===== src/soc_cfg.svh =====
// ------------------------------
// bus widths, region codes and fixed sizes for the whole SoC slice
// region code is the top address nibble, the rest is the offset
// ------------------------------
`ifndef SOC_CFG_SVH
`define SOC_CFG_SVH

// bus geometry
`define BUS_AW 32
`define BUS_DW 64

// top-nibble region codes
`define REGION_ROM   4'h1
`define REGION_CLINT 4'h2
`define REGION_L2    4'h8

// memory depths in 64-bit words
`define ROM_WORDS 256
`define L2_WORDS  1024

// debug request blanking after reset, in clk_i cycles
`define DMI_DEL_CYCLES 500

// rom word k holds this xor k in both halves
`define ROM_PATTERN 32'hb007_c0de

`endif

===== src/soc_bus_pkg.sv =====
// ------------------------------
// shared bus types for masters, decoder and targets
// address union needs BUS_AW of at least 5
// ------------------------------
`default_nettype none
`include "soc_cfg.svh"

package soc_bus_pkg;

  typedef logic [`BUS_DW-1:0]   bus_data_t;
  typedef logic [`BUS_DW/8-1:0] bus_be_t;

  // region nibble on top, byte offset below
  typedef struct packed {
    logic [3:0]         region;
    logic [`BUS_AW-5:0] offset;
  } bus_addr_fields_t;

  typedef union packed { logic [`BUS_AW-1:0] raw; bus_addr_fields_t fld; } bus_addr_u;

  // decoded target, NONE also covers rom writes
  typedef enum logic [1:0] {RGN_ROM, RGN_CLINT, RGN_L2, RGN_NONE} region_e;

endpackage

`default_nettype wire


===== src/bus_decoder.sv =====
// ------------------------------
// region decode and response return, rvalid one cycle after grant
// rom writes and unmapped regions answer with zero data
// ------------------------------
`timescale 1ns/1ps
`default_nettype none
`include "soc_cfg.svh"

module bus_decoder (
  input  logic                    clk_i,
  input  logic                    ndmreset_n,
  input  logic                    req_i,
  input  soc_bus_pkg::bus_addr_u  addr_i,
  input  logic                    we_i,
  input  soc_bus_pkg::bus_data_t  wdata_i,
  input  soc_bus_pkg::bus_be_t    be_i,
  input  logic                    mid_i,
  output logic                    rom_req_o,
  output logic                    l2_req_o,
  output logic                    clint_req_o,
  output logic [`BUS_AW-5:0]      offset_o,
  output logic                    we_o,
  output soc_bus_pkg::bus_data_t  wdata_o,
  output soc_bus_pkg::bus_be_t    be_o,
  input  soc_bus_pkg::bus_data_t  rom_rdata_i,
  input  soc_bus_pkg::bus_data_t  l2_rdata_i,
  input  soc_bus_pkg::bus_data_t  clint_rdata_i,
  output logic                    core_rvalid_o,
  output logic                    dbg_rvalid_o,
  output soc_bus_pkg::bus_data_t  rdata_o
);
  import soc_bus_pkg::*;

  region_e rgn_d, rgn_q;
  logic    valid_q, mid_q;

  // ------------------------------
  // request side
  // ------------------------------
  always_comb begin
    unique case (addr_i.fld.region)
      `REGION_ROM:   rgn_d = we_i ? RGN_NONE : RGN_ROM;
      `REGION_CLINT: rgn_d = RGN_CLINT;
      `REGION_L2:    rgn_d = RGN_L2;
      default:       rgn_d = RGN_NONE;
    endcase
  end

  assign rom_req_o   = req_i && (rgn_d == RGN_ROM);
  assign l2_req_o    = req_i && (rgn_d == RGN_L2);
  assign clint_req_o = req_i && (rgn_d == RGN_CLINT);
  assign offset_o    = addr_i.fld.offset;
  assign we_o        = we_i;
  assign wdata_o     = wdata_i;
  assign be_o        = be_i;

  // ------------------------------
  // response side
  // ------------------------------
  always_ff @(posedge clk_i or negedge ndmreset_n) begin
    if (!ndmreset_n) begin
      valid_q <= 1'b0;
      mid_q   <= 1'b0;
      rgn_q   <= RGN_NONE;
    end else begin
      valid_q <= req_i;
      mid_q   <= mid_i;
      rgn_q   <= rgn_d;
    end
  end

  assign core_rvalid_o = valid_q & ~mid_q;
  assign dbg_rvalid_o  = valid_q & mid_q;

  always_comb begin
    unique case (rgn_q)
      RGN_ROM:   rdata_o = rom_rdata_i;
      RGN_L2:    rdata_o = l2_rdata_i;
      RGN_CLINT: rdata_o = clint_rdata_i;
      default:   rdata_o = '0;
    endcase
  end

  a_rvalid_req : assert property (@(posedge clk_i) disable iff (!ndmreset_n)
    (core_rvalid_o || dbg_rvalid_o) |-> $past(req_i))
    else $error("rvalid without a request");

endmodule

`default_nettype wire


===== config.mk =====
export PLATFORM = sky130hd
export DESIGN_NAME = bus_decoder
export DESIGN_NICKNAME = d
export VERILOG_FILES = /design/src/soc_bus_pkg.sv /design/src/bus_decoder.sv
export VERILOG_INCLUDE_DIRS = /design/src
export SDC_FILE = /design/constraint.sdc
export NUM_CORES = 1
export LEC_CHECK = 0
export BUFFER_PORTS_ARGS = -buffer_cell sky130_fd_sc_hd__buf_2
export CORE_AREA = 2 2 181 183
export CTS_BUF_LIST = sky130_fd_sc_hd__clkbuf_2
export DETAILED_ROUTE_END_ITERATION = 7
export DIE_AREA = 0 0 183 185
export GPL_TIMING_DRIVEN = 0
export PLACE_DENSITY = 0.3
export SYNTH_ARGS = -nofsm -noshare
export SYNTH_HDL_FRONTEND = slang
export SYNTH_SLANG_ARGS = --single-unit

===== constraint.sdc =====
create_clock -name clk_i -period 1.5 [get_ports clk_i]
set_clock_uncertainty 0.2 [all_clocks]
set_input_delay 0.3 -clock clk_i [delete_from_list [all_inputs] [get_ports clk_i]]
set_output_delay 0.3 -clock clk_i [all_outputs]
set_load 0.01 [all_outputs]

Word level (Yosys, flattened, before mapping)
Cells that the tools add are included.
{ "totals": {"ff_bits": 4} }
{ "op_classes": {"n_eq_ne": 7, "muxes": 3, "bitwise": 3, "n_reduce_logical": 5} }
{ "ops": {"columns": ["operator", "count"], "rows": [
  ["$pmux W64 S3", 1],
  ["$pmux W2 S3", 1],
  ["$eq A2 B1 Y1 const B", 2],
  ["$eq A2 B2 Y1 const B", 2],
  ["$eq A4 B1 Y1 const B", 1],
  ["$eq A4 B2 Y1 const B", 1],
  ["$eq A4 B4 Y1 const B", 1],
  ["$logic_not A2 Y1", 2],
  ["$logic_and A1 B1 Y1", 3],
  ["$and A1 B1 Y1", 2],
  ["$mux W2", 1],
  ["$not A1 Y1", 1]
]} }

Longest topological paths before layout
{ "logic_depth": {"ltp_word": 4, "depth_mapped": 4, "depth_no_buf": 2} }

Least setup slack after synthesis
No wires, ideal clock.
{ "synth_path": {"path_type": "reg2out", "from": "register rgn_q[0]", "to": "output port rdata_o[0]", "t_arrival_ns": 1.155, "required_time_ns": 1.000, "setup_slack_ns": -0.155, "path_stages_with_launch": 5, "path_buffers": 2, "path_cell_list": "dfstp_2 -> nor2b_1 -> clkbuf_2 -> buf_2 -> o2bb2ai_1"} }
{ "synth_between": {"elab_chain_len": 2} }
{ "synth_rtl": {"columns": ["element", "line", "rtl"], "rows": [
  ["start, declared", "bus_decoder.sv:34", "region_e rgn_d, rgn_q;"],
  ["start signal, assigned", "bus_decoder.sv:68", "rgn_q <= rgn_d;"],
  ["$eq A2 B1 Y1 (tied with other cells)", "bus_decoder.sv:76", "unique case (rgn_q)"],
  ["$pmux W64 S3 (*)", "bus_decoder.sv:76", null],
  ["end, declared", "bus_decoder.sv:30", "output soc_bus_pkg::bus_data_t rdata_o"]
]} }
Every way passes the cells marked *; elsewhere a longest branch is shown, timed or not.

Final worst setup path
{ "layout_path": {"from": "register rgn_q[1]", "to": "output port rdata_o[44]"} }
Same word-level chain as after synthesis.

==> impl_metrics.ini <==
[outcome]
status = finished, violations left
violations = negative setup slack

[placement]
gp_congestion = 0.699
dp_hpwl_um = 12000
place.port_buffers = 370
place_inst = 1047
post-place-ws_ps = -928

[layout]
num_antenna_cells = 0
drive_gt1_share_pct = 86.1
fin_cells = 1062
nNetsFinal = 957
area_delta_synth_final_pct = 136
nFillCells = 3646

[timing]
tns_ps = -35910
holdWs_ps = 37.4
setup_viol = 64
timing.final.crit_share_pct = 141
finalHoldViolations = 0
fmax_ghz = 0.472
slew_viol_final = 0
finalCriticalPeriod_ps = 2120
grt_setup_unrepaired = true
slew_headroom_pct = 87.0
fin_ws_ps = -617
tightest_slew_ps = 189

[detailed_routing]
post_drt_via_cell_ratio = 3.22
drc_errors = 0
firstDrtPassIters = 4
vias = 3424
antenna_left = 0
totalWireLength_um = 14200
first_iter_violations = 25
routedWlPerCell_um = 13.4

[synthesis]
synth-main-ff-cell = dfstp_2
syn_area_per_cell_um2 = 8.75
synth.distinct_cells = 16
syn_area_um2 = 2350
synth_warnings = 0
synth_top_area_cell = buf_4
seq_area_frac_synth_pct = 4.36
ys_ff_latch = 4
syn_inst = 269
syn_nets = 570
yosys.cell_count.top_type = buf_4
synth_common_cells = 101 x buf_4, 64 x mux2i_1, 64 x o2bb2ai_1
synth-edff-count = 0
async_flop_share_pct = 100
synth.top_cell.area_share_pct = 32.2
ys_top_cells_by_area = buf_4 32%, mux2i_1 27%, o2bb2ai_1 24%

[clock_network]
cts_tree = done
clkTransAtPathRegs_ps = 40
cts_max_path_buffers = 2
cts_sinks = 4
htreeDepth = 1
cts_buffers = 3
cts-root-buf = clkbuf_2

[hold_path]
hp-class = input pin to flip-flop

[die]
core-area_um2 = 32000
die_y_um = 185
rows = 66
die-area_um2 = 33900
start_util_pct = 7.35
die_w_um = 183
io_pins = 471

[global_routing]
antenna_found_initial = 0
grt_max_degree = 11
grt_pass1_wl_um = 17300
grt_usage_pct = 6.71
overflow = 0
first_global_vias = 3054

[critical_path]
start_kind = flip-flop
cpMostUsedCell = buf_12
worst-path-max-fanout = 10
cp.arrival_ps = 1620
cp_slowest_cell = dfstp_2
crit_path_max_incr_delay_ps = 560
crit_chain = buf_12 -> buf_12 -> mux2i_4 -> o2bb2ai_1 -> buf_2
end_kind = primary output
critical_path_class = flip-flop to primary output
worstPathRequired_ps = 1000

[pwr]
swShare_pct = 39.3
p_int_uw = 937
ir_drop_v = 0.000133
p_sw_uw = 607
powerDensity_nw_per_um2 = 278
total_power_mw = 1.54
leakage_nw = 3.08
comb_power_share_pct = 86.1
p_clk_share_pct = 6.2
seqPwrFrac_pct = 7.7

[run]
drv_cap = 0
## cells by family (layout without fill, tap and decap cells)
kind of cell           count (synthesis)  count (layout)  synth area share, %
AND/OR/NAND/NOR                       13              13                 3.35
buffers and inverters                122             507                 40.9
AO/OA/AOI/OAI                         66              66                 24.2
flip-flops                             4               4                 4.36
multiplexers                          64              64                 27.2
## layout make-up
class                           count  area (µm²)  area share (%)
Buffer                            122        1070            19.2
Clock buffer                        3        15.0           0.270
Multi-Input combinational cell    143        1770            31.8
Sequential cell                     4         103            1.84
Tap cell                          408         510            9.18
Timing Repair Buffer              382        2100            37.7
## power by group through the flow
| stage | combinational (mW) | sequential (mW) | clock, mW |
|---|---|---|---|
| after floorplan | 0.571 | 0.118 | 0 |
| after global placement | 1.13 | 0.120 | 0 |
| after detailed placement | 1.13 | 0.120 | 0 |
| after CTS | 1.20 | 0.119 | 0.105 |
| after global routing | 1.43 | 0.120 | 0.107 |
| final | 1.33 | 0.119 | 0.0962 |
## metal layers
metal / routed length (µm) / GRT usage (%)
met3: 1300 / 1.14
met1: 5000 / 6.78
met4: 140 / 0.768
met5: 0 / 0
met2: 7800 / 14.4
## flip-flops by register name, indices dropped and copies added (netlist names)
signal   cells
valid_q      1
mid_q        1
rgn_q        2
## placed cells by master (no fill, tap or decap), types with 3 or more instances in the layout
master,count
mux2i_4,19
buf_12,10
o2bb2ai_1,35
buf_8,4
buf_6,4
clkbuf_2,3
clkbuf_16,5
mux2i_2,5
and3_1,3
mux2i_1,40
buf_2,368
buf_4,107
nor2b_1,3
o2bb2ai_2,27
## path summary, 6_finish.rpt
path	to	slack, ps	startpoint	depth (start not counted)
setup / recovery	rdata_o[44]	-620	rgn_q[1]	5
hold / removal	valid_q	40	req_i	1
max in group asynchronous	rgn_q[1]	670	ndmreset_n	2
min in group asynchronous	mid_q	230	ndmreset_n	2
## through the flow
step / utilization, % / instance area (µm²)
3_3_place_gp: 14.8 / 4740
6_report: 17.4 / 5560
2_1_floorplan: - / 2380
3_5_place_dp: 14.8 / 4740
4_1_cts: 15.6 / 5000
5_1_grt: 17.4 / 5560
## critical path, delay by kind of cell (launching register included)
family,cells,cell delay (ps)
multiplexers,1,270
buffers and inverters,3,490
AO/OA/AOI/OAI,1,90
flip-flops,1,560
## timing repair
| item | 4_1_cts | 5_1_grt |
|---|---|---|
| buffers inserted | 3 | 1 |
| cloned | 1 | 5 |
| endpoints found under the setup margin | 64 | 66 |
| hold endpoints to repair | 5 | 0 |
| resized for setup | 29 | 78 |
| pin swaps | 4 | 5 |
| hold buffers | 2 | 0 |
No activity file was read; power rests on OpenSTA's default activity.
