`src/soc_cfg.svh`:
```
// ------------------------------
// bus widths, region codes and fixed sizes for the whole SoC slice
// region code is the top address nibble, the rest is the offset
// ------------------------------
`ifndef SOC_CFG_SVH
`define SOC_CFG_SVH

// bus geometry
`define BUS_AW 32
`define BUS_DW 64

// top-nibble region codes
`define REGION_ROM   4'h1
`define REGION_CLINT 4'h2
`define REGION_L2    4'h8

// memory depths in 64-bit words
`define ROM_WORDS 256
`define L2_WORDS  1024

// debug request blanking after reset, in clk_i cycles
`define DMI_DEL_CYCLES 500

// rom word k holds this xor k in both halves
`define ROM_PATTERN 32'hb007_c0de

`endif
```
`src/debug_req_gate.sv`:
```
// ------------------------------
// debug request blanked for DMI_DEL_CYCLES clocks after reset
// ------------------------------
`timescale 1ns/1ps
`default_nettype none
`include "soc_cfg.svh"

module debug_req_gate (
  input  logic clk_i,
  input  logic ndmreset_n,
  input  logic debug_req_i,
  output logic debug_req_o
);

  localparam int unsigned CntW = $clog2(`DMI_DEL_CYCLES + 1);

  logic [CntW-1:0] cnt_q;

  always_ff @(posedge clk_i or negedge ndmreset_n) begin
    if (!ndmreset_n) begin
      cnt_q <= CntW'(`DMI_DEL_CYCLES);
    end else if (cnt_q != '0) begin
      cnt_q <= cnt_q - 1'b1;
    end
  end

  // let boot code run before the core can be halted
  assign debug_req_o = (cnt_q == '0) ? debug_req_i : 1'b0;

endmodule

`default_nettype wire

```
`config.mk`:
```
export PLATFORM = sky130hd
export DESIGN_NAME = debug_req_gate
export DESIGN_NICKNAME = d
export VERILOG_FILES = /design/src/debug_req_gate.sv
export VERILOG_INCLUDE_DIRS = /design/src
export SDC_FILE = /design/constraint.sdc
export NUM_CORES = 1
export LEC_CHECK = 0
export ABC_AREA = 1
export CAP_MARGIN = 20
export CORE_AREA = 2 2 39 41
export CTS_BUF_LIST = sky130_fd_sc_hd__clkbuf_16
export DETAILED_ROUTE_END_ITERATION = 6
export DIE_AREA = 0 0 41 43
export DONT_BUFFER_PORTS = 1
export PLACE_DENSITY = 0.58
export SYNTH_ARGS = -nofsm -noshare
export SYNTH_HDL_FRONTEND = slang
export SYNTH_SLANG_ARGS = --single-unit
```
`constraint.sdc`:
```
create_clock -name clk_i -period 1.7 [get_ports clk_i]
set_clock_uncertainty 0.2 [all_clocks]
set_input_delay 0.255 -clock clk_i [delete_from_list [all_inputs] [get_ports clk_i]]
set_output_delay 0.255 -clock clk_i [all_outputs]
set_load 0.05 [all_outputs]
```
After elaboration in Yosys (flattened, before gate mapping)
Index checks and enable logic that the tools add are counted.
{"block": "op_classes", "bitwise_logic": 0, "eq_ne": 0, "n_reduce_logical": 2, "add_sub_neg": 1, "shift": 0, "magnitude_cmp": 0, "mux": 1, "mul": 0, "n_div": 0}
{"operator": "logical NOT 9 bit", "count": 1}
{"operator": "nonzero test 9 bit", "count": 1}
{"operator": "subtractor 9 x 1 -> 9 bit (second input constant)", "count": 1}
{"operator": "2-to-1 mux 1 bit", "count": 1}
{"block": "totals", "n_memories": 0, "ff_bits": 9, "ram_bits": 0, "input_bits": 3, "output_inout_bits": 1, "mem_bits_ro": 0, "latch_bits": 0, "elab_cells": 5}

Depth between registers and ports, before layout
Gate-level depths: netlist of the first run.
{"block": "logic_depth", "ltp_word": 2, "ltp_mapped": 8, "mapped_depth_nobuf": 8}

Least setup slack after synthesis of the first run
OpenSTA, ideal clock, no wires.
{"block": "synth_timing", "path_type": "register to output", "startpoint": "register cnt_q[1]", "endpoint": "output port debug_req_o", "slack_ps": -406, "path_buffers": 0, "t_arrival_ps": 1651, "path_stages_with_launch": 7, "path_cell_list": "dfrtp_1 -> inv_1 -> ha_1 -> nand2_2 -> nor2_4 -> nand2_4 -> nor2_1"}
{"block": "synth_between", "elab_chain_len": 2}
{"item": "start: declaration", "line": "debug_req_gate.sv:17", "rtl": "logic [CntW-1:0] cnt_q;"}
{"item": "start signal: assignment", "line": "debug_req_gate.sv:21", "rtl": "cnt_q <= CntW'(`DMI_DEL_CYCLES);"}
{"item": "start signal: assignment", "line": "debug_req_gate.sv:23", "rtl": "cnt_q <= cnt_q - 1'b1;"}
{"item": "logical NOT 9 bit", "line": "debug_req_gate.sv:28", "rtl": "assign debug_req_o = (cnt_q == '0) ? debug_req_i : 1'b0;"}
{"item": "2-to-1 mux 1 bit", "line": "debug_req_gate.sv:28"}
{"item": "end: declaration", "line": "debug_req_gate.sv:12", "rtl": "output logic debug_req_o"}
Every way passes these cells.

Worst setup path after layout of the first run
{"block": "layout_timing", "startpoint": "register cnt_q[0]", "endpoint": "output port debug_req_o"}
Same word-level chain as after synthesis.

==> results of run 1 <==
## metal layers
| metal | vias to the layer above | wire (µm) | track usage [%] |
|---|---|---|---|
| li1 | 230 | - | - |
| met1 | 207 | 471 | 18.2 |
| met2 | 6 | 452 | 18.4 |
| met3 | 2 | 22 | 1.57 |
| met4 | 0 | 16 | 12.0 |
| met5 | - | 0 | 0 |
## timing repair
item,in CTS,in global routing
endpoints found under the setup margin,1,1
pin swaps,5,0
hold endpoints to repair,9,0
gates resized for setup,5,0
hold buffers,1,0
setup buffers,6,0
## cell families (layout without fill, tap and decap cells)
group                      after synthesis  count (layout)  synth area share [%]
AOI/OAI and AO/OA                        4               4                  4.68
xor gates and xnor gates                 1               1                  1.72
adders and majority gates                1               1                  2.46
buffers and inverters                   16              30                  12.1
DFF                                      9               9                  45.8
and+or+nand+nor                         37              37                  33.3
## area by class of cell
type                            count  share of cell area (%)
Timing Repair Buffer               10                    12.3
Inverter                           16                    8.38
Clock buffer                        3                    10.3
Tap cell                           16                    2.74
Clock inverter                      1                   0.513
Sequential cell                     9                    31.8
Multi-Input combinational cell     43                    34.0
## report_power, final
group / internal (mW) / switching, mW / total (mW)
clock: 0.307 / 0.102 / 0.409
combinational: 0.00759 / 0.0108 / 0.0184
sequential: 0.216 / 0 / 0.216
## how the worst max path moves through the flow
stage / start / end / cells after the start
2_1_floorplan: cnt_q[1] / debug_req_o / 6
3_3_place_gp: cnt_q[0] / debug_req_o / 7
3_5_place_dp: cnt_q[0] / debug_req_o / 7
4_1_cts: cnt_q[0] / debug_req_o / 7
5_1_grt: cnt_q[0] / debug_req_o / 7
6_report: cnt_q[0] / debug_req_o / 7
## through the flow
stage | hold WS [ps] | utilization [%]
after floorplan | -241 | -
after global placement | -240 | 42.1
after detailed placement | -240 | 42.1
after CTS | 207 | 52.9
after global routing | 242 | 52.9
final | 192 | 52.9
## cells in the final DEF, fill, tap and decap left out, types with 2 or more instances in the layout
cell type	count
buf_4	8
clkbuf_16	3
dfrtp_1	3
dfstp_2	6
inv_1	14
inv_2	2
nand2_1	17
nand2_4	2
nand3_1	4
nor2_1	7
nor2_4	3
==> results.py, run 1 <==
metrics = {
    "run_status": {
        "status": "finished, violations left",
        "violations": "negative setup slack",
    },
    "cells_and_area": {
        "top_regs": "cnt_q (9)",
        "nFillCells": 128,
        "seq_area_um2": 233,
        "multi_input_comb_area_um2": 249,
        "largest_reg_flops": 9,
        "final_area_um2": 732,
        "stdcell_count": 98,
        "layout-drive-gt1-share_pct": 37.8,
        "layout.nets": 87,
        "top_register": "cnt_q",
        "n_antenna_cell": 0,
        "syn2layout_area_growth_pct": 44.1,
    },
    "cts": {
        "numCtsBuffers": 3,
        "htree_levels": 1,
        "clock_path_buffers": 2,
        "cts_root_buf": "clkbuf_16",
        "cts_tree": "done",
        "path_clk_slew_ps": 40,
        "clock_latency_ps": 230,
        "cts_sinks": 9,
    },
    "critical_path": {
        "reg2reg_depth": 9,
        "worst_ep_arrival_time_ps": 1290,
        "rr_endpoint": "cnt_q[3]",
        "r2r-start": "cnt_q[0]",
        "slowest_stage": "dfrtp_1",
        "crit_buf_inv": 2,
        "path_cells": "inv_2, ha_4, nand2_4, nor2_4, nand2_4, nor2_4, buf_12",
        "path_delay_family": "flip-flops",
        "end_kind": "output port",
        "max_stage_delay_ps": 380,
        "crit_path_max_fanout": 2,
        "crit_required_ps": 1240,
        "critical_path_class": "flip-flop to output port",
        "critPathLaunchType": "flip-flop",
        "r2r_slack_ps": 150,
    },
    "route": {
        "first_pass_iters": 4,
        "drt_wl_total_um": 962,
        "drt_iter0_markers": 10,
        "postRouteAntennaNets": 0,
        "drc": 0,
        "vias": 445,
        "viasPerCell": 4.54,
        "wl_per_cell_um": 9.82,
    },
    "synthesis": {
        "synthesis.area_um2": 508,
        "yosys-top-cells-area": "dfstp_2 (31%), dfrtp_1 (15%), nand2_1 (13%)",
        "yosysWarnings": 0,
        "seq_area_frac_synth_pct": 45.8,
        "synth_cell_types": 19,
        "syn_nets": 72,
        "synth_largest_area_cell": "dfstp_2",
        "synth_top_area_share_pct": 31.0,
        "yosysMostFrequentCell": "nand2_1",
        "yosys-top-cells-count": "nand2_1 (18), inv_1 (15), nor2_1 (9), dfstp_2 (6), nand3_1 (4)",
        "syn-instance-count": 68,
        "synth_edf_count": 0,
        "syn_avg_cell_area_um2": 7.47,
        "ys_async_sr_fraction_pct": 100,
        "ys.flop_type": "dfstp_2",
        "ys_seq_elements": 9,
    },
    "global_route": {
        "grt_antenna_before_repair": 0,
        "grt_max_degree": 10,
        "grt_usage_pct": 13.7,
        "gr-total-overflow": 0,
        "grt_pass1_wl_um": 1560,
        "grt_pass1_vias": 394,
    },
    "pwr": {
        "total_power_mw": 0.644,
        "leakage_nw": 0.393,
        "ir_drop_v": 0.000416,
        "powerDensity_mw_per_mm2": 879,
    },
    "timing": {
        "fmax_mhz": 572,
        "final-hold-violation-count": 0,
        "fin_ws_ps": -48.7,
        "tightest_slew_ps": 415,
        "fin_crit_sh_pct": 103,
        "fin_crit_ps": 1750,
        "rsz0062_at_grt": "yes",
        "setup_viol": 1,
        "finalSetupTns_ps": -48.7,
        "slew_viol_final": 0,
        "relSlewSlack_pct": 72.2,
    },
    "placement": {
        "placed_cells": 87,
        "placed_area_um2": 583,
        "gp_congestion": 0.737,
        "io_buffers": 0,
        "place_hpwl_um": 669,
        "pre_cts_slack_ps": 63.5,
    },
    "die": {
        "dieArea_mm2": 0.00176,
        "row_count": 14,
        "initial_core_util_pct": 36.7,
        "die_w_um": 41,
        "ios": 4,
        "dieHeight_um": 43,
        "core_area_mm2": 0.00138,
    },
    "flow_run": {
        "drv_cap": 0,
    },
    "min_path": {
        "hold_path.class": "input port to async pin",
    },
}
No activity file was read; power rests on OpenSTA's default activity.
==> inputs of run 2 (changes only) <==
- SKIP_CTS_REPAIR_TIMING: not set -> 1
==> results.py, run 2 (synthesized netlist as in run 1, its figures left out) <==
metrics = {
    "run_status": {
        "status": "finished, violations left",
        "violations": "negative setup slack",
    },
    "cts": {
        "clock_path_buffers": 2,
        "path_clk_slew_ps": 40,
        "numCtsBuffers": 3,
        "clock_latency_ps": 230,
        "cts_sinks": 9,
        "htree_levels": 1,
        "cts_root_buf": "clkbuf_16",
        "cts_tree": "done",
    },
    "die": {
        "core_area_mm2": 0.00138,
        "initial_core_util_pct": 36.7,
        "row_count": 14,
        "die_w_um": 41,
        "dieHeight_um": 43,
        "ios": 4,
        "dieArea_mm2": 0.00176,
    },
    "global_route": {
        "grt_max_degree": 10,
        "grt_antenna_before_repair": 0,
        "grt_pass1_vias": 359,
        "grt_pass1_wl_um": 1470,
        "gr-total-overflow": 0,
        "grt_usage_pct": 13.0,
    },
    "pwr": {
        "ir_drop_v": 0.000414,
        "powerDensity_mw_per_mm2": 919,
        "leakage_nw": 0.375,
    },
    "route": {
        "drc": 0,
        "drt_wl_total_um": 888,
        "drt_iter0_markers": 7,
        "vias": 415,
        "viasPerCell": 4.37,
        "highest_layer": "met4",
        "met1Wirelength_um": 451,
        "wl_per_cell_um": 9.35,
        "first_pass_iters": 4,
        "postRouteAntennaNets": 0,
        "met3_length_um": 28,
        "wl_met2_um": 392,
    },
    "placement": {
        "io_buffers": 0,
        "gp_congestion": 0.737,
        "placed_cells": 87,
        "place_hpwl_um": 669,
        "placed_area_um2": 583,
    },
    "cells_and_area": {
        "syn2layout_area_growth_pct": 37.7,
        "final_common_cell": "nand2_1",
        "final_area_um2": 699,
        "layout_common_cells": "nand2_1 (18), inv_1 (14), nor2_1 (8), dfstp_2 (6), buf_4 (5)",
        "n_antenna_cell": 0,
        "top_register": "cnt_q",
        "stdcell_count": 95,
        "layout.nets": 84,
        "largest_reg_flops": 9,
        "top_regs": "cnt_q (9)",
        "layout-drive-gt1-share_pct": 32.9,
    },
    "min_path": {
        "hold_path.class": "input port to async pin",
    },
    "timing": {
        "final-hold-violation-count": 0,
        "relSlewSlack_pct": 72.4,
        "rsz0062_at_grt": "yes",
        "fin_ws_ps": -108,
        "setup_viol": 1,
        "tightest_slew_ps": 412,
        "finalSetupTns_ps": -108,
        "fin_crit_sh_pct": 106,
        "fin_crit_ps": 1810,
        "fmax_mhz": 553,
        "slew_viol_final": 0,
    },
    "critical_path": {
        "crit_required_ps": 1240,
        "critPathLaunchType": "flip-flop",
        "worst_ep_arrival_time_ps": 1350,
        "critical_path_class": "flip-flop to output port",
        "end_kind": "output port",
        "r2r_slack_ps": 200,
        "crit_path_max_fanout": 5,
    },
    "flow_run": {
        "drv_cap": 0,
    },
}
run 2: area by class of cell:
cell class | count | area, µm²
clock inverter | 1 | 3.75
multi-input combinational | 43 | 239
sequential | 9 | 233
clock buffer | 3 | 75.1
inverter | 16 | 61.3
tap | 16 | 20.0
timing repair buffer | 7 | 67.6
fill | 130 | 684
run 2: worst max-delay path, cell delays in order, from the launching register on:
cell and delay (ps):
dfrtp_1 390, inv_2 90, ha_4 160, nand2_4 60
nor2_4 110, nand2_4 70, nor2_4 100, buf_12 140
run 2: metal layers:
layer / track usage, % / vias to the layer above
li1: - / 223
met1: 18.5 / 184
met2: 15.9 / 6
met3: 1.57 / 2
met4: 12.0 / 0
met5: 0 / -
run 2: metrics by stage:
| step | hold slack, ps | util, % | setup slack, ps | total power, mW |
|---|---|---|---|---|
| detailed placement | -240 | 42.1 | 63.5 | 0.231 |
| finish | 192 | 50.5 | -108 | 0.643 |
| global route | 242 | 50.5 | -169 | 0.666 |
| CTS | -488 | 47.8 | -196 | 0.647 |
| global placement | -240 | 42.1 | 75.7 | 0.231 |
| floorplan | -241 | - | 4.51 | 0.225 |
run 2: path summary, 6_finish.rpt:
path / start / to / cells past startpoint
min reg2reg: cnt_q[7] / cnt_q[7] / 2
min: ndmreset_n / cnt_q[3] / 1
min in group clk_i: cnt_q[7] / cnt_q[7] / 2
max in group asynchronous: ndmreset_n / cnt_q[6] / 1
max: cnt_q[0] / debug_req_o / 7
max reg2reg: cnt_q[0] / cnt_q[3] / 8
run 2: where the power goes:
part	internal [mW]	switching, mW	leakage (nW)
clock	0.307	0.102	0.0423
sequential	0.216	0	0.104
combinational	0.00759	0.0108	0.229
