===== config.mk =====
export PLATFORM = sky130hd
export DESIGN_NAME = clint_timer
export DESIGN_NICKNAME = d
export VERILOG_FILES = /design/src/soc_timer_pkg.sv /design/src/soc_bus_pkg.sv /design/src/clint_timer.sv
export VERILOG_INCLUDE_DIRS = /design/src
export SDC_FILE = /design/constraint.sdc
export NUM_CORES = 1
export LEC_CHECK = 0
export BUFFER_PORTS_ARGS = -buffer_cell sky130_fd_sc_hd__clkbuf_2
export CORE_MARGIN = 5
export CORE_UTILIZATION = 60
export DETAILED_ROUTE_END_ITERATION = 8
export PLACE_DENSITY = 0.83
export SYNTH_ARGS = -nofsm -noshare
export SYNTH_HDL_FRONTEND = slang
export SYNTH_SLANG_ARGS = --single-unit

===== constraint.sdc =====
create_clock -name clk_i -period 6.5 [get_ports clk_i]
set_input_delay 0.325 -clock clk_i [delete_from_list [all_inputs] [get_ports clk_i]]
set_output_delay 0.325 -clock clk_i [all_outputs]
set_load 0.01 [all_outputs]

===== src/soc_cfg.svh =====
// ------------------------------
// bus widths, region codes and fixed sizes for the whole SoC slice
// region code is the top address nibble, the rest is the offset
// ------------------------------
`ifndef SOC_CFG_SVH
`define SOC_CFG_SVH

// bus geometry
`define BUS_AW 32
`define BUS_DW 64

// top-nibble region codes
`define REGION_ROM   4'h1
`define REGION_CLINT 4'h2
`define REGION_L2    4'h8

// memory depths in 64-bit words
`define ROM_WORDS 256
`define L2_WORDS  1024

// debug request blanking after reset, in clk_i cycles
`define DMI_DEL_CYCLES 500

// rom word k holds this xor k in both halves
`define ROM_PATTERN 32'hb007_c0de

`endif

===== src/soc_timer_pkg.sv =====
// ------------------------------
// clint register map, offsets within the timer region
// only offset bits 15:0 are decoded
// ------------------------------
`default_nettype none

package soc_timer_pkg;

  typedef logic [63:0] mtime_t;

  localparam logic [15:0] MSIP_OFF     = 16'h0000;
  localparam logic [15:0] MTIMECMP_OFF = 16'h4000;
  localparam logic [15:0] MTIME_OFF    = 16'hbff8;

endpackage

`default_nettype wire


===== src/soc_bus_pkg.sv =====
// ------------------------------
// shared bus types for masters, decoder and targets
// address union needs BUS_AW of at least 5
// ------------------------------
`default_nettype none
`include "soc_cfg.svh"

package soc_bus_pkg;

  typedef logic [`BUS_DW-1:0]   bus_data_t;
  typedef logic [`BUS_DW/8-1:0] bus_be_t;

  // region nibble on top, byte offset below
  typedef struct packed {
    logic [3:0]         region;
    logic [`BUS_AW-5:0] offset;
  } bus_addr_fields_t;

  typedef union packed { logic [`BUS_AW-1:0] raw; bus_addr_fields_t fld; } bus_addr_u;

  // decoded target, NONE also covers rom writes
  typedef enum logic [1:0] {RGN_ROM, RGN_CLINT, RGN_L2, RGN_NONE} region_e;

endpackage

`default_nettype wire


===== src/clint_timer.sv =====
// ------------------------------
// mtime ticks on every second rtc_i rising edge after a 2-flop sync
// rtc_i must stay below a quarter of the clk_i rate
// ------------------------------
`timescale 1ns/1ps
`default_nettype none
`include "soc_cfg.svh"

module clint_timer (
  input  logic                    clk_i,
  input  logic                    ndmreset_n,
  input  logic                    rtc_i,
  input  logic                    req_i,
  input  logic                    we_i,
  input  logic [`BUS_AW-5:0]      offset_i,
  input  soc_bus_pkg::bus_data_t  wdata_i,
  input  soc_bus_pkg::bus_be_t    be_i,
  output soc_bus_pkg::bus_data_t  rdata_o,
  output logic                    timer_irq_o,
  output logic                    ipi_o
);
  import soc_bus_pkg::*;
  import soc_timer_pkg::*;

  logic   rtc_meta_q, rtc_sync_q, rtc_prev_q, div_q, tick;
  logic   msip_q, sel_msip, sel_cmp, sel_mtime, mtime_we;
  mtime_t mtime_q, mtimecmp_q;

  function automatic mtime_t merge_bytes(mtime_t old_val, bus_data_t wdata, bus_be_t be);
    mtime_t res;
    res = old_val;
    for (int b = 0; b < 8; b++) begin
      if (be[b]) res[b*8 +: 8] = wdata[b*8 +: 8];
    end
    return res;
  endfunction

  // ------------------------------
  // rtc sync and divide by two
  // ------------------------------
  assign tick = rtc_sync_q & ~rtc_prev_q & div_q;

  always_ff @(posedge clk_i or negedge ndmreset_n) begin
    if (!ndmreset_n) begin
      rtc_meta_q <= 1'b0;
      rtc_sync_q <= 1'b0;
      rtc_prev_q <= 1'b0;
      div_q      <= 1'b0;
    end else begin
      rtc_meta_q <= rtc_i;
      rtc_sync_q <= rtc_meta_q;
      rtc_prev_q <= rtc_sync_q;
      if (rtc_sync_q && !rtc_prev_q) div_q <= ~div_q;
    end
  end

  // ------------------------------
  // registers
  // ------------------------------
  assign sel_msip  = offset_i[15:0] == MSIP_OFF;
  assign sel_cmp   = offset_i[15:0] == MTIMECMP_OFF;
  assign sel_mtime = offset_i[15:0] == MTIME_OFF;
  assign mtime_we  = req_i & we_i & sel_mtime;

  always_ff @(posedge clk_i or negedge ndmreset_n) begin
    if (!ndmreset_n) begin
      mtime_q    <= '0;
      mtimecmp_q <= '1;
      msip_q     <= 1'b0;
    end else begin
      if (mtime_we) mtime_q <= merge_bytes(mtime_q, wdata_i, be_i);
      else if (tick) mtime_q <= mtime_q + 64'd1;
      if (req_i && we_i && sel_cmp) mtimecmp_q <= merge_bytes(mtimecmp_q, wdata_i, be_i);
      if (req_i && we_i && sel_msip && be_i[0]) msip_q <= wdata_i[0];
    end
  end

  always_ff @(posedge clk_i) begin
    if (req_i) begin
      if (sel_msip) rdata_o <= {63'd0, msip_q};
      else if (sel_cmp) rdata_o <= mtimecmp_q;
      else if (sel_mtime) rdata_o <= mtime_q;
      else rdata_o <= '0;
    end
  end

  assign timer_irq_o = mtime_q >= mtimecmp_q;
  assign ipi_o       = msip_q;

  a_mtime_mono : assert property (@(posedge clk_i) disable iff (!ndmreset_n)
    !mtime_we |=> mtime_q >= $past(mtime_q)) else $error("mtime went backwards");

endmodule

`default_nettype wire


* After elaboration in Yosys (flattened, before gate mapping) *
Index checks and enable logic that the tools add are counted.

cells by class
  reductions and logical operators = 24
  shift operators = 0
  eq/ne operators = 10
  multiply operators = 0
  magnitude comparators = 1
  divide/modulo/power cells = 0
  add/sub/neg operators = 1
  mux-type cells = 13
  bitwise logic cells = 6

operators with widths
  operator                 count
  $mux W64                 4
  $add A64 B1 Y64 const B  1
  $ge A64 B64 Y1           1
  $mux W8                  8
  $reduce_and A2 Y1        16
  $eq A16 B15 Y1 const B   1
  $eq A16 B16 Y1 const B   1
  $logic_not A16 Y1        1
  $ne A2 B2 Y1 const B     8
  $logic_and A1 B1 Y1      5
  $and A1 B1 Y1            4
  $not A1 Y1               2
  $reduce_bool A2 Y1       1
  $logic_not A1 Y1         1
  $mux W1                  1

storage, ports and cells
  flip-flop bits (word level) = 197
  output and inout bits = 66
  memory bits (writable) = 0
  bits in latches = 0
  input port bits = 105
  memory bits (read-only) = 0
  memories kept = 0

* Longest topological paths before layout *
  word-level depth = 5
  mapped depth = 8
  depth with buffers taken out = 8

* Worst setup path after synthesis *
Ideal clock, no wire load.

  path type = flip-flop to flip-flop
  start point = register mtime_q[0]
  end point = register mtime_q[54]
  data arrival time = 2.269 ns
  slack = 4.108 ns
  path buffers = 0
  cell stages (with the launch flop) = 8
  path through = dfrtp_1 -> ha_1 -> nand2_1 -> nor4_2 -> nand4_1 -> or3_1 -> or3_1 -> o221a_2

between the ends
  longest elaborated chain between the ends = 3

RTL lines
  what                    RTL line           text
  start, declared         clint_timer.sv:27  mtime_t mtime_q, mtimecmp_q;
  start signal, assigned  clint_timer.sv:71  if (mtime_we) mtime_q <= merge_bytes(mtime_q, wdata_i, be_i);
  start signal, assigned  clint_timer.sv:72  else if (tick) mtime_q <= mtime_q + 64'd1;
  $add A64 B1 Y64         clint_timer.sv:72
  $mux W64                clint_timer.sv:72
  $mux W64                clint_timer.sv:71

No other way between the ends. The select of a mux whose other input is x is not followed.
A chain may end at the register's enable or synchronous reset.

* Worst setup path after layout *
  start point = register mtimecmp_q[63]
  end point = output port timer_irq_o

between the ends
  longest elaborated chain between the ends = 1

RTL lines
  what                    RTL line           text
  start, declared         clint_timer.sv:27
  start signal, assigned  clint_timer.sv:73  if (req_i && we_i && sel_cmp) mtimecmp_q <= merge_bytes(mtimecmp_q, wdata_i, be_i);
  $ge A64 B64 Y1          clint_timer.sv:87  assign timer_irq_o = mtime_q >= mtimecmp_q;
  end, declared           clint_timer.sv:19  output logic timer_irq_o,

No other way between the ends.

==> flow_summary_export.csv <==
group,metric,value,unit
route,ant_nets,0,
clock_tree,clk_pin_slew_worst_paths,70,ps
setup_path,r2r_slack,3070,ps
clock_tree,clkLatencyLatePin,440,ps
layout,layout-drive-gt1-share,30.03,%
setup_path,cpPeakStageDelay,840,ps
route,first_iter_violations,1038,
clock_tree,clockBufferDepth,2,
layout,diodes,0,
power,power_leakage,5.467,nW
place,dp_hpwl,21450,µm
setup_path,path_max_fanout,4,
timing,hold_viol,0,
logic_synthesis,netlist.area_leader.share,16.79,%
logic_synthesis,syn_area,11450,µm²
timing,timing.fmax,272.8,MHz
logic_synthesis,synth_commonest_cells,"76 x inv_1, 71 x nand2_1, 69 x dfrtp_1",
place,dpl_worst_slack,3104,ps
global_route,grt_pass1_wl,48440,µm
clock_tree,cts_tree,"done",
clock_tree,htreeDepth,4,
setup_path,worstSetupPathType,"register to output port",
setup_path,cp_cell_sequence,"inv_1, ha_1, nand4_1, nor4_1, nand4_1, o31ai_1, clkbuf_2",
timing,period_share,56.39,%
layout,final_cell_count_no_fill,1436,
setup_path,crit_buf_inv,2,
floorplanning,io_pins,171,
power,power,2.656,mW
logic_synthesis,synthArstFlopShare,67.51,%
setup_path,worstSetupStartpointType,"register",
clock_tree,cts_inserted_buffers,17,
place,place.port_buffers,158,
floorplanning,row_count,50,
global_route,track_usage,27.42,%
min_path,holdCritStartpoint,"wdata_i[34]",
outcome,status,"completed",
logic_synthesis,synthFlopType,"dfrtp_1",
timing,setup-violations-final,0,
floorplanning,dieHeight,148.1,µm
clock_tree,cts_sinks,197,
logic_synthesis,postSynthAreaPerCell,10.99,µm²
setup_path,rr_worst_depth,7,
route,route.detailed.drc,0,
layout,nNetsFinal,1359,
timing,maxSlewViolCount,0,
timing,tightest_slew,991.9,ps
timing,rsz0062_at_grt,"false",
place,gp_congestion,0.9040,
setup_path,cp.arrival,3340,ps
setup_path,required,6170,ps
route,drt_pre_antenna_iters,5,
min_path,holdPathEnd,"mtimecmp_q[34]",
timing,relSlewSlack,33.26,%
floorplanning,die_w,148.1,µm
logic_synthesis,syn_inst,1042,
floorplanning,coreArea,18770,µm²
layout,syn_to_final_growth,13.66,%
logic_synthesis,synthDistinctLibCells,71,
global_route,grt_max_degree,78,
logic_synthesis,ys_seq_elements,197,
timing,period_minus_slack,3665,ps
run,maxCapViolCount,0,
timing,setup_tns,0,ps
min_path,holdPathStages,3,
logic_synthesis,yosys-top-cells-area,"edfxtp_1 17%, dfrtp_1 15%, dfstp_2 15%",
power,vdd_ir_drop_max,0.1899,mV
logic_synthesis,synth_top_cell_by_area,"edfxtp_1",
min_path,hold_class,"input port to register",
global_route,grt_overflow_total,0,
clock_tree,root_buffer,"clkbuf_16",
clock_tree,post-cts-setup-buffers,0,
timing,skew,11.34,ps
logic_synthesis,seq_area_frac_synth,46.56,%
logic_synthesis,synth.most_common_cell,"inv_1",
floorplanning,die-area,21940,µm²
setup_path,critPathTopFamily,"simple AND/OR/NAND/NOR gates",
route,wirelength,30190,µm
route,wl_per_cell,21.02,µm
route,vias_per_cell,6.517,
logic_synthesis,yosysWarnings,0,
logic_synthesis,synth_edf_count,64,
timing,postLayoutSetupSlackWorst,2835,ps
setup_path,endpoint_kind,"output port",
floorplanning,start_util,61.00,%
route,vias,9358,
setup_path,r2r-end,"mtime_q[54]",
setup_path,reg2reg_from,"mtime_q[1]",
logic_synthesis,syn_nets,1212,
place,dp.cells,1402,
global_route,antenna_found_initial,0,
power,p_per_area,204.1,nW/µm²
global_route,grt_pass1_vias,9253,
setup_path,cp_slowest_cell,"nor4_1",
setup_path,crit_top_cell,"nand4_1",
-- worst min-delay path: stages --
cell and delay (ps):
clkbuf_2 80, inv_1 80, mux2i_1 70
-- logic make-up after synthesis --
logic type / count (synthesis) / share of synthesized area, %
AO/OA/AOI/OAI: 256 / 16.28
XOR/XNOR: 9 / 0.6886
adder cells (fa/ha/maj): 65 / 7.104
buffers and inverters: 114 / 4.087
flip-flops: 197 / 46.56
multiplexers: 68 / 8.721
AND/OR/NAND/NOR: 333 / 16.56
-- layout make-up --
type | count | area [µm²]
Sequential cell | 197 | 5330
Fill cell | 1369 | 5756
Tap cell | 234 | 292.8
Inverter | 76 | 285.3
Clock inverter | 15 | 156.4
Multi-Input combinational cell | 731 | 5664
Timing Repair Buffer | 166 | 858.3
Clock buffer | 17 | 425.4
-- worst max-delay path by stage --
| stage | start | endpoint | slack (ps) | depth (start not counted) |
|---|---|---|---|---|
| global route | mtimecmp_q[63] | timer_irq_o | 2810 | 9 |
| detailed placement | offset_i[1] | mtime_q[22] | 3100 | 6 |
| floorplan | mtime_q[0] | mtime_q[54] | 4110 | 7 |
| finish | mtimecmp_q[63] | timer_irq_o | 2830 | 7 |
| CTS | mtimecmp_q[63] | timer_irq_o | 2910 | 7 |
| global placement | offset_i[1] | mtime_q[21] | 3090 | 6 |
-- metrics by stage --
step / hold slack (ps) / cell area, µm² / util (%)
after floorplan: 29.41 / 11450 / -
after global placement: 383.8 / 12410 / 66.13
after detailed placement: 375.1 / 12410 / 66.13
after CTS: 128.4 / 13010 / 69.33
after global routing: 135.3 / 13010 / 69.33
final: 124.8 / 13010 / 69.33
-- power breakdown --
| group | leakage [nW] | internal (mW) | total, mW | switching, mW |
|---|---|---|---|---|
| Clock | 0.275 | 0.569 | 1.05 | 0.486 |
| Sequential | 2.18 | 1.32 | 1.35 | 0.0378 |
| Combinational | 3.01 | 0.0912 | 0.247 | 0.156 |
-- flip-flops by register name, summed over array words and instances, names as in the netlist --
register / count
div_q: 1
ipi_o: 1
mtime_q: 64
mtimecmp_q: 64
rdata_o: 64
rtc_meta_q: 1
rtc_prev_q: 1
rtc_sync_q: 1
-- layer usage --
| metal | share of wire, % | GRT usage (%) | vias up |
|---|---|---|---|
| met5 | 0 | 0 | - |
| li1 | - | - | 4270 |
| met1 | 41 | 35.92 | 4566 |
| met2 | 49 | 45.19 | 428 |
| met4 | 3.9 | 11.36 | 0 |
| met3 | 6.7 | 5.088 | 94 |
-- timing repair --
action,CTS,global route
hold buffers,2,0
endpoints found under the setup margin,0,0
hold endpoints to repair,29,0
resized for setup,0,0
-- placed cells by master (no fill, tap or decap), types with 14 or more instances in the layout --
cell / synthesis / routed
a211oi_1: 17 / 17
a21oi_1: 61 / 60
a22o_1: 63 / 63
clkbuf_16: 0 / 17
clkbuf_2: 0 / 156
dfrtp_1: 69 / 69
dfstp_2: 64 / 64
edfxtp_1: 64 / 64
ha_1: 65 / 65
inv_1: 76 / 76
mux2_4: 63 / 63
nand2_1: 71 / 71
nand3_1: 38 / 38
nand4_1: 29 / 29
nor2_1: 67 / 66
nor3_1: 29 / 29
nor4_1: 14 / 14
o21ai_0: 31 / 31
Power figures use the tool's default switching activity.
