**config.mk**
```make
export PLATFORM = sky130hd
export DESIGN_NAME = bus_arbiter
export DESIGN_NICKNAME = d
export VERILOG_FILES = /design/src/soc_bus_pkg.sv /design/src/bus_arbiter.sv
export VERILOG_INCLUDE_DIRS = /design/src
export SDC_FILE = /design/constraint.sdc
export NUM_CORES = 1
export LEC_CHECK = 0
export BUFFER_PORTS_ARGS = -buffer_cell sky130_fd_sc_hd__buf_2
export CORE_AREA = 2 2 127 129
export DETAILED_ROUTE_END_ITERATION = 7
export DIE_AREA = 0 0 129 131
export GPL_ROUTABILITY_DRIVEN = 0
export GPL_TIMING_DRIVEN = 0
export SLEW_MARGIN = 20
export SYNTH_ARGS = -nofsm -noshare
export SYNTH_HDL_FRONTEND = slang
export SYNTH_SLANG_ARGS = --single-unit
```
**constraint.sdc**
```tcl
create_clock -name clk_i -period 2.1 [get_ports clk_i]
set_input_delay 0.42 -clock clk_i [delete_from_list [all_inputs] [get_ports clk_i]]
set_output_delay 0.42 -clock clk_i [all_outputs]
set_load 0.02 [all_outputs]
```
**src/soc_cfg.svh**
```systemverilog
// ------------------------------
// bus widths, region codes and fixed sizes for the whole SoC slice
// region code is the top address nibble, the rest is the offset
// ------------------------------
`ifndef SOC_CFG_SVH
`define SOC_CFG_SVH

// bus geometry
`define BUS_AW 32
`define BUS_DW 64

// top-nibble region codes
`define REGION_ROM   4'h1
`define REGION_CLINT 4'h2
`define REGION_L2    4'h8

// memory depths in 64-bit words
`define ROM_WORDS 256
`define L2_WORDS  1024

// debug request blanking after reset, in clk_i cycles
`define DMI_DEL_CYCLES 500

// rom word k holds this xor k in both halves
`define ROM_PATTERN 32'hb007_c0de

`endif
```
**src/soc_bus_pkg.sv**
```systemverilog
// ------------------------------
// shared bus types for masters, decoder and targets
// address union needs BUS_AW of at least 5
// ------------------------------
`default_nettype none
`include "soc_cfg.svh"

package soc_bus_pkg;

  typedef logic [`BUS_DW-1:0]   bus_data_t;
  typedef logic [`BUS_DW/8-1:0] bus_be_t;

  // region nibble on top, byte offset below
  typedef struct packed {
    logic [3:0]         region;
    logic [`BUS_AW-5:0] offset;
  } bus_addr_fields_t;

  typedef union packed { logic [`BUS_AW-1:0] raw; bus_addr_fields_t fld; } bus_addr_u;

  // decoded target, NONE also covers rom writes
  typedef enum logic [1:0] {RGN_ROM, RGN_CLINT, RGN_L2, RGN_NONE} region_e;

endpackage

`default_nettype wire

```
**src/bus_arbiter.sv**
```systemverilog
// ------------------------------
// two-master round robin, grant is combinational
// masters must hold their request until granted
// ------------------------------
`timescale 1ns/1ps
`default_nettype none
`include "soc_cfg.svh"

module bus_arbiter (
  input  logic                    clk_i,
  input  logic                    ndmreset_n,
  input  logic                    core_req_i,
  input  logic [`BUS_AW-1:0]      core_addr_i,
  input  logic                    core_we_i,
  input  soc_bus_pkg::bus_data_t  core_wdata_i,
  input  soc_bus_pkg::bus_be_t    core_be_i,
  output logic                    core_gnt_o,
  input  logic                    dbg_req_i,
  input  logic [`BUS_AW-1:0]      dbg_addr_i,
  input  logic                    dbg_we_i,
  input  soc_bus_pkg::bus_data_t  dbg_wdata_i,
  input  soc_bus_pkg::bus_be_t    dbg_be_i,
  output logic                    dbg_gnt_o,
  output logic                    req_o,
  output soc_bus_pkg::bus_addr_u  addr_o,
  output logic                    we_o,
  output soc_bus_pkg::bus_data_t  wdata_o,
  output soc_bus_pkg::bus_be_t    be_o,
  output logic                    mid_o
);

  // 1 when the debug master won the last grant
  logic last_dbg_q;

  assign core_gnt_o = core_req_i & (~dbg_req_i | last_dbg_q);
  assign dbg_gnt_o  = dbg_req_i & (~core_req_i | ~last_dbg_q);

  always_ff @(posedge clk_i or negedge ndmreset_n) begin
    if (!ndmreset_n) begin
      last_dbg_q <= 1'b1;
    end else if (core_gnt_o || dbg_gnt_o) begin
      last_dbg_q <= dbg_gnt_o;
    end
  end

  // single stream towards the decoder
  assign req_o   = core_gnt_o | dbg_gnt_o;
  assign mid_o   = dbg_gnt_o;
  assign addr_o  = dbg_gnt_o ? dbg_addr_i  : core_addr_i;
  assign we_o    = dbg_gnt_o ? dbg_we_i    : core_we_i;
  assign wdata_o = dbg_gnt_o ? dbg_wdata_i : core_wdata_i;
  assign be_o    = dbg_gnt_o ? dbg_be_i    : core_be_i;

  a_gnt_excl : assert property (@(posedge clk_i) disable iff (!ndmreset_n)
    !(core_gnt_o && dbg_gnt_o)) else $error("both masters granted");

endmodule

`default_nettype wire

```
### Word-level counts from Yosys, hierarchy flattened

Index checks and enable logic that the tools add are counted.

* flip-flop bits (word level): 1
* bits of input ports: 214
* output and inout port bits: 109
* word-level logic and storage cells: 14

* multiplexer cells: 4
* bitwise gates (word level): 8
* reductions and logical operators: 1

Operator list (count)
* $mux W64: 1
* $mux W32: 1
* $mux W8: 1
* $not A1 Y1: 3
* $or A1 B1 Y1: 3
* $and A1 B1 Y1: 2
* $logic_or A1 B1 Y1: 1
* $mux W1: 1

### Depth between registers and ports, before layout

Gate-level depths: netlist of the first run.

* depth in word-level cells: 4
* mapped depth: 4
* depth with buffers taken out: 2

### Worst setup path before layout of the first run

OpenSTA, ideal clock, no wires.

* kind: in2out
* start point: input dbg_req_i
* end point: output wdata_o[53]
* arrival: 1.397 ns
* required time: 1.680 ns
* slack: 0.283 ns
* stages: 4
* path buffers: 2
* path through: a21boi_4 -> buf_6 -> buf_6 -> mux2_1

* longest elaborated chain between the ends: 2

RTL lines
* from (decl): RTL line bus_arbiter.sv:18 `input logic dbg_req_i,`
* $and A1 B1 Y1: RTL line bus_arbiter.sv:36 `assign dbg_gnt_o = dbg_req_i & (~core_req_i | ~last_dbg_q);`
* net dbg_gnt_o: RTL line bus_arbiter.sv:23 `output logic dbg_gnt_o,`
* $mux W64: RTL line bus_arbiter.sv:51 `assign wdata_o = dbg_gnt_o ? dbg_wdata_i : core_wdata_i;`
* to (decl): RTL line bus_arbiter.sv:27 `output soc_bus_pkg::bus_data_t wdata_o,`

The timed path passes the listed nets, and every way through them passes these cells.

### Worst setup path in the final report of the first run

* start point: input core_req_i
* end point: output wdata_o[18]

* longest elaborated chain between the ends: 4

RTL lines
* from (decl): RTL line bus_arbiter.sv:12 `input logic core_req_i,`
* $not A1 Y1: RTL line bus_arbiter.sv:36
* $or A1 B1 Y1: RTL line bus_arbiter.sv:36
* $and A1 B1 Y1: RTL line bus_arbiter.sv:36
* $mux W64: RTL line bus_arbiter.sv:51

Every way passes these cells.

==> run summary, run 1 <==
die area - 0.0169 mm²
share of layout cells above drive strength 1 - 0.904
Setup crit end kind - primary output
Final Total Pwr - 1.07 mW
Top cell by count, worst path - buf_2
Hold Crit Class - primary input to asynchronous set/reset pin
count of input and output buffers - 322
unrepaired setup endpoints after global routing - true
final instance area - 0.00331 mm²
Vias - 2332
Post-DP HPWL - 8700 µm
WL/cell - 14.1 µm
Synth cell types - 11
Worst R2R Start - last_dbg_q
Reg2Reg Setup Slack - 1.27 ns
max reg flops - 1
register area share after synthesis - 0.0193
Most flops, register - last_dbg_q
RR Endpoint - last_dbg_q
Mapped Avg Cell Area - 11.0 µm²
Final #Nets - 665
largest net degree at the start of global routing - 12
Initial Util - 0.0874
CTS clock-pin slew for the worst setup and hold paths - 0 ns
Worst-Margin Slew - 0.200 ns
critical path endpoint - wdata_o[18]
commonest cells after routing, fill and taps aside - buf_2 (320), mux2_2 (66), mux2_1 (39)
Critical Path AT - 1.64 ns
Synth top area share - 0.545
DR pass1 iterations - 4
crit start category - primary input
row count - 46
Antenna Violating Nets Remaining - 0
clk_lat worst skew - 0 ns
Worst Path Buf+Inv - 4
Area Overhead vs Synth - 143%
Yosys Warn Count - 0
leakage power - 1.80 nW
Max Cap Violations - 0
Starting DRT DRC Count - 19
cells on worst reg2reg path - 2
clock power share - 0
clk_skew - 0 ns
final hold violation count - 0
crit path cell chain - buf_2 -> a21boi_4 -> buf_12 -> buf_4 -> mux2_2 -> buf_2
Slew Limit Fails - 0
area leader, netlist - mux2_2
Place WS - -0.229 ns
routed wire length - 9400 µm
fmax - 0.484 GHz
first-pass GRT wire length - 11800 µm
Reg power frac - 0.027
post-synthesis cell area - 0.00136 mm²
synthesized flop and latch total - 1
relative slew slack - 0.867
Peak VDD IR - 125 µV
Mapped Nets - 338
outcome - complete, no violations
crit share post-route - 0.983
Antenna diodes - 0
cells after synthesis - 124
Comb pwr share - 0.973
critical path depth - 6
setup ws final - 0.0356 ns
DRC Markers - 0
vias in the first global route - 2185
commonest non-fill, non-tap cell in the layout - buf_2
Worst EP required - 1.68 ns
CP max stage cell - mux2_2
hold_ws - 0.354 ns
Placement Cell Area - 0.00325 mm²
Cell Pwr Density - 323 mW/mm²
net switching power - 0.551 mW
net switching share of the total power - 0.515
WS Path Type - primary input to primary output
DR vias/cell - 3.51
total track usage - 0.0943
CP peak stage delay - 0.36 ns
Synth area leaders - mux2_2 (54%), mux2_1 (32%), buf_6 (4.1%), buf_4 (3.9%), dfstp_2 (1.9%)
delay-heaviest family, CP - buffers and inverters
GRT overflow - 0
Worst setup startpoint - core_req_i
fin crit period - 2.06 ns
chip width - 129 µm
Worst Path Max Fanout - 10
IO Pins - 323
Final setup viols - 0
Core ar. - 0.0156 mm²
initial antenna violation count - 2
die height - 131 µm
largest registers - last_dbg_q x1
Int Pwr - 0.519 mW
-- cell type report --
type	count	area [µm²]
timing repair buffer	325	1650
fill	1743	12300
buffer	12	136
sequential	1	26.3
inverter	1	3.75
tap	216	270
multi-input combinational	110	1220
-- synth_stat cells --
| library cell | count |
|---|---|
| mux2_2 | 66 |
| mux2_1 | 39 |
| buf_4 | 7 |
| buf_6 | 5 |
| a21boi_4 | 1 |
| and2_1 | 1 |
| dfstp_2 | 1 |
| inv_1 | 1 |
| nand2b_1 | 1 |
| o21ai_0 | 1 |
| or2_2 | 1 |
-- cells by family after synthesis --
kind of cell | count (synthesis) | share of synthesized area
DFF | 1 | 0.0193
AOI/OAI and AO/OA | 2 | 0.0174
and+or+nand+nor | 3 | 0.0138
buffers and inverters | 13 | 0.0826
muxes | 105 | 0.867
-- per-layer routing --
metal | wire length [µm] | up-vias | global-route usage
met2 | 4870 | 194 | 0.192
met1 | 3200 | 1012 | 0.0952
met3 | 1230 | 4 | 0.0330
met5 | 13 | - | 0
li1 | - | 1120 | -
met4 | 82 | 2 | 0.00767
-- how the worst min path moves through the flow --
stage          depth (start not counted)       start          to  slack, ns
6_report                               1  ndmreset_n  last_dbg_q       0.35
4_1_cts                                1  ndmreset_n  last_dbg_q       0.36
3_3_place_gp                           1  ndmreset_n  last_dbg_q       0.35
5_1_grt                                1  ndmreset_n  last_dbg_q       0.37
3_5_place_dp                           1  ndmreset_n  last_dbg_q       0.36
2_1_floorplan                          0  ndmreset_n  last_dbg_q       0.27
-- power by group through the flow --
stage / registers [mW] / clock network, mW / logic [mW]
6_report: 0.0286 / 0 / 1.04
3_5_place_dp: 0.0283 / 0 / 1.03
3_3_place_gp: 0.0282 / 0 / 1.02
5_1_grt: 0.0287 / 0 / 1.12
2_1_floorplan: 0.0277 / 0 / 0.580
4_1_cts: 0.0282 / 0 / 1.06
-- stage by stage --
step                      setup TNS [ns]  utilization  cells
after floorplan                        0            -    124
after global routing              -0.446        0.212    665
after CTS                        -0.0342        0.211    665
final                                  0        0.212    665
after detailed placement           -9.44        0.208    662
after global placement             -9.17        0.208    662
-- timing repair --
item,4_1_cts,5_1_grt
hold endpoints to repair,0,0
hold buffers,0,0
gates cloned,0,0
pin swaps,1,0
setup endpoints to repair,105,42
gates resized for setup,4,6
buffers inserted,3,0
Power figures use the tool's default switching activity.
==> run 2: changes to the inputs <==
Settings changed: CORE_AREA 2 2 127 129 to 2 2 126 128, DIE_AREA 0 0 129 131 to 0 0 128 130.
Clock period 2.1 ns to 2.5 ns, I/O delays scaled along.
==> run 2 against run 1 <==
Net effect: combinational power down 18%; utilization is 0.25 points lower; die area decreased by 1.5%; flip-flop and latch count unchanged; global-route usage is 0.73 points lower; sequential power shrank 17%; critical endpoint is now wdata_o[58].
==> run summary, run 2 (synthesis results as in run 1) <==
clock power share - 0 (about the same)
Worst EP required - 2.00 ns (was 1.68 ns)
largest net degree at the start of global routing - 12 (unchanged)
Setup crit end kind - primary output (unchanged)
Int Pwr - 0.423 mW (was 0.519 mW)
total track usage - 0.0870 (was 0.0943)
final hold violation count - 0 (unchanged)
Max Cap Violations - 0 (unchanged)
fmax - 0.431 GHz
unrepaired setup endpoints after global routing - false (was true)
delay-heaviest family, CP - buffers and inverters (unchanged)
crit path cell chain - buf_2 -> a21boi_4 -> buf_12 -> buf_6 -> buf_6 -> mux2_1 -> buf_2 (was buf_2 -> a21boi_4 -> buf_12 -> buf_4 -> mux2_2 -> buf_2)
chip width - 128 µm (was 129 µm)
Worst-Margin Slew - 0.158 ns (was 0.200 ns)
Slew Limit Fails - 0 (unchanged)
Critical Path AT - 1.82 ns (was 1.64 ns)
Hold Buf Count CTS - 0 (unchanged)
CP peak stage delay - 0.37 ns (was 0.36 ns)
crit start category - primary input (unchanged)
routed wire length - 8730 µm (was 9400 µm)
Core ar. - 0.0154 mm² (was 0.0156 mm²)
WL/cell - 13.6 µm (was 14.1 µm)
Post-DP HPWL - 8110 µm (was 8700 µm)
die height - 130 µm (was 131 µm)
Peak VDD IR - 105 µV (was 125 µV)
fillers - 1726 (was 1743)
Hold Crit Class - primary input to asynchronous set/reset pin (unchanged)
clk_skew - 0 ns (unchanged)
post-cts sizing count - 0 (was 4)
crit share post-route - 0.928
CP max stage cell - mux2_1 (was mux2_2)
CTS clock-pin slew for the worst setup and hold paths - 0 ns (about the same)
row count - 46 (unchanged)
commonest non-fill, non-tap cell in the layout - buf_2 (unchanged)
Initial Util - 0.0884 (was 0.0874)
Vias - 2267 (was 2332)
setup ws final - 0.181 ns (was 0.0356 ns)
Worst Path Max Fanout - 11 (was 10)
Reg power frac - 0.027 (about the same)
vias in the first global route - 2091 (was 2185)
net switching power - 0.449 mW (was 0.551 mW)
DR vias/cell - 3.54 (was 3.51)
commonest cells after routing, fill and taps aside - buf_2 (322), mux2_2 (66), mux2_1 (39) (was buf_2 (320), mux2_2 (66), mux2_1 (39))
DRC Markers - 0 (unchanged)
Area Overhead vs Synth - 137% (was 143%)
Final setup viols - 0 (unchanged)
Antenna Violating Nets Remaining - 0 (unchanged)
Cell Pwr Density - 269 mW/mm² (was 323 mW/mm²)
first-pass GRT wire length - 11100 µm (was 11800 µm)
largest registers - last_dbg_q x1 (unchanged)
share of layout cells above drive strength 1 - 0.904 (about the same)
Place WS - 0.0170 ns (was -0.229 ns)
IO Pins - 323 (unchanged)
GRT overflow - 0 (unchanged)
count of input and output buffers - 322 (unchanged)
initial antenna violation count - 2 (unchanged)
Comb pwr share - 0.973 (about the same)
DR pass1 iterations - 4 (unchanged)
net switching share of the total power - 0.515 (about the same)
clk_lat worst skew - 0 ns (about the same)
Final #Nets - 663 (was 665)
WS Path Type - primary input to primary output (unchanged)
fin crit period - 2.32 ns
Post-CTS Repair Setup Buffers - 0 (was 3)
setup TNS - 0 ns (unchanged)
outcome - complete, no violations (unchanged)
Starting DRT DRC Count - 28 (was 19)
Most flops, register - last_dbg_q (unchanged)
max reg flops - 1 (unchanged)
relative slew slack - 0.893 (was 0.867)
Worst Path Buf+Inv - 5 (was 4)
die area - 0.0166 mm² (was 0.0169 mm²)
leakage power - 1.78 nW (was 1.80 nW)
run 2: worst paths after layout:
kind | slack (ns) | start | cells after the start | endpoint
max | 0.18 | dbg_req_i | 7 | wdata_o[58]
min | 0.43 | ndmreset_n | 1 | last_dbg_q
max reg2reg | 1.67 | last_dbg_q | 2 | last_dbg_q
min reg2reg | 0.50 | last_dbg_q | 2 | last_dbg_q
max in group asynchronous | 2.05 | ndmreset_n | 1 | last_dbg_q
min in group clk_i | 0.50 | last_dbg_q | 2 | last_dbg_q
run 2: cell type report:
cell class / count / area (µm²) / share of cell area
Timing Repair Buffer: 323 / 1630 / 0.504
Multi-Input combinational cell: 110 / 1220 / 0.378
Tap cell: 192 / 240 / 0.0742
Buffer: 12 / 109 / 0.0336
Sequential cell: 1 / 26.3 / 0.00811
Inverter: 1 / 3.75 / 0.00116
Antenna cell: 1 / 2.50 / 0.000773
run 2: power groups by stage:
stage                  Clock, mW  Sequential [mW]  Combinational, mW
detailed placement             0           0.0236              0.850
floorplan                      0           0.0233              0.487
global placement               0           0.0235              0.848
finish              0.0000000536           0.0238              0.848
CTS                            0           0.0236              0.855
global route        0.0000000535           0.0244              0.905
run 2: per-layer routing:
metal / vias to the layer above / part of all wire / global-route usage
li1: 1116 / - / -
met1: 951 / 0.38 / 0.101
met2: 192 / 0.50 / 0.171
met3: 6 / 0.098 / 0.0123
met4: 2 / 0.018 / 0.0149
met5: - / 0.0015 / 0
run 2: worst register-to-register path, cell delays in order (launching register included):
cell	delay [ns]
dfstp_2	0.54
nand2b_1	0.11
o21ai_0	0.08
run 2: through the flow:
step / hold WS, ns / cells / utilization / cell area [µm²] / power (mW)
2_1_floorplan: 0.352 / 124 / - / 1360 / 0.510
3_3_place_gp: 0.433 / 638 / 0.208 / 3220 / 0.871
3_5_place_dp: 0.434 / 638 / 0.208 / 3220 / 0.874
4_1_cts: 0.434 / 638 / 0.208 / 3220 / 0.879
5_1_grt: 0.443 / 640 / 0.210 / 3240 / 0.929
6_report: 0.433 / 640 / 0.210 / 3240 / 0.872
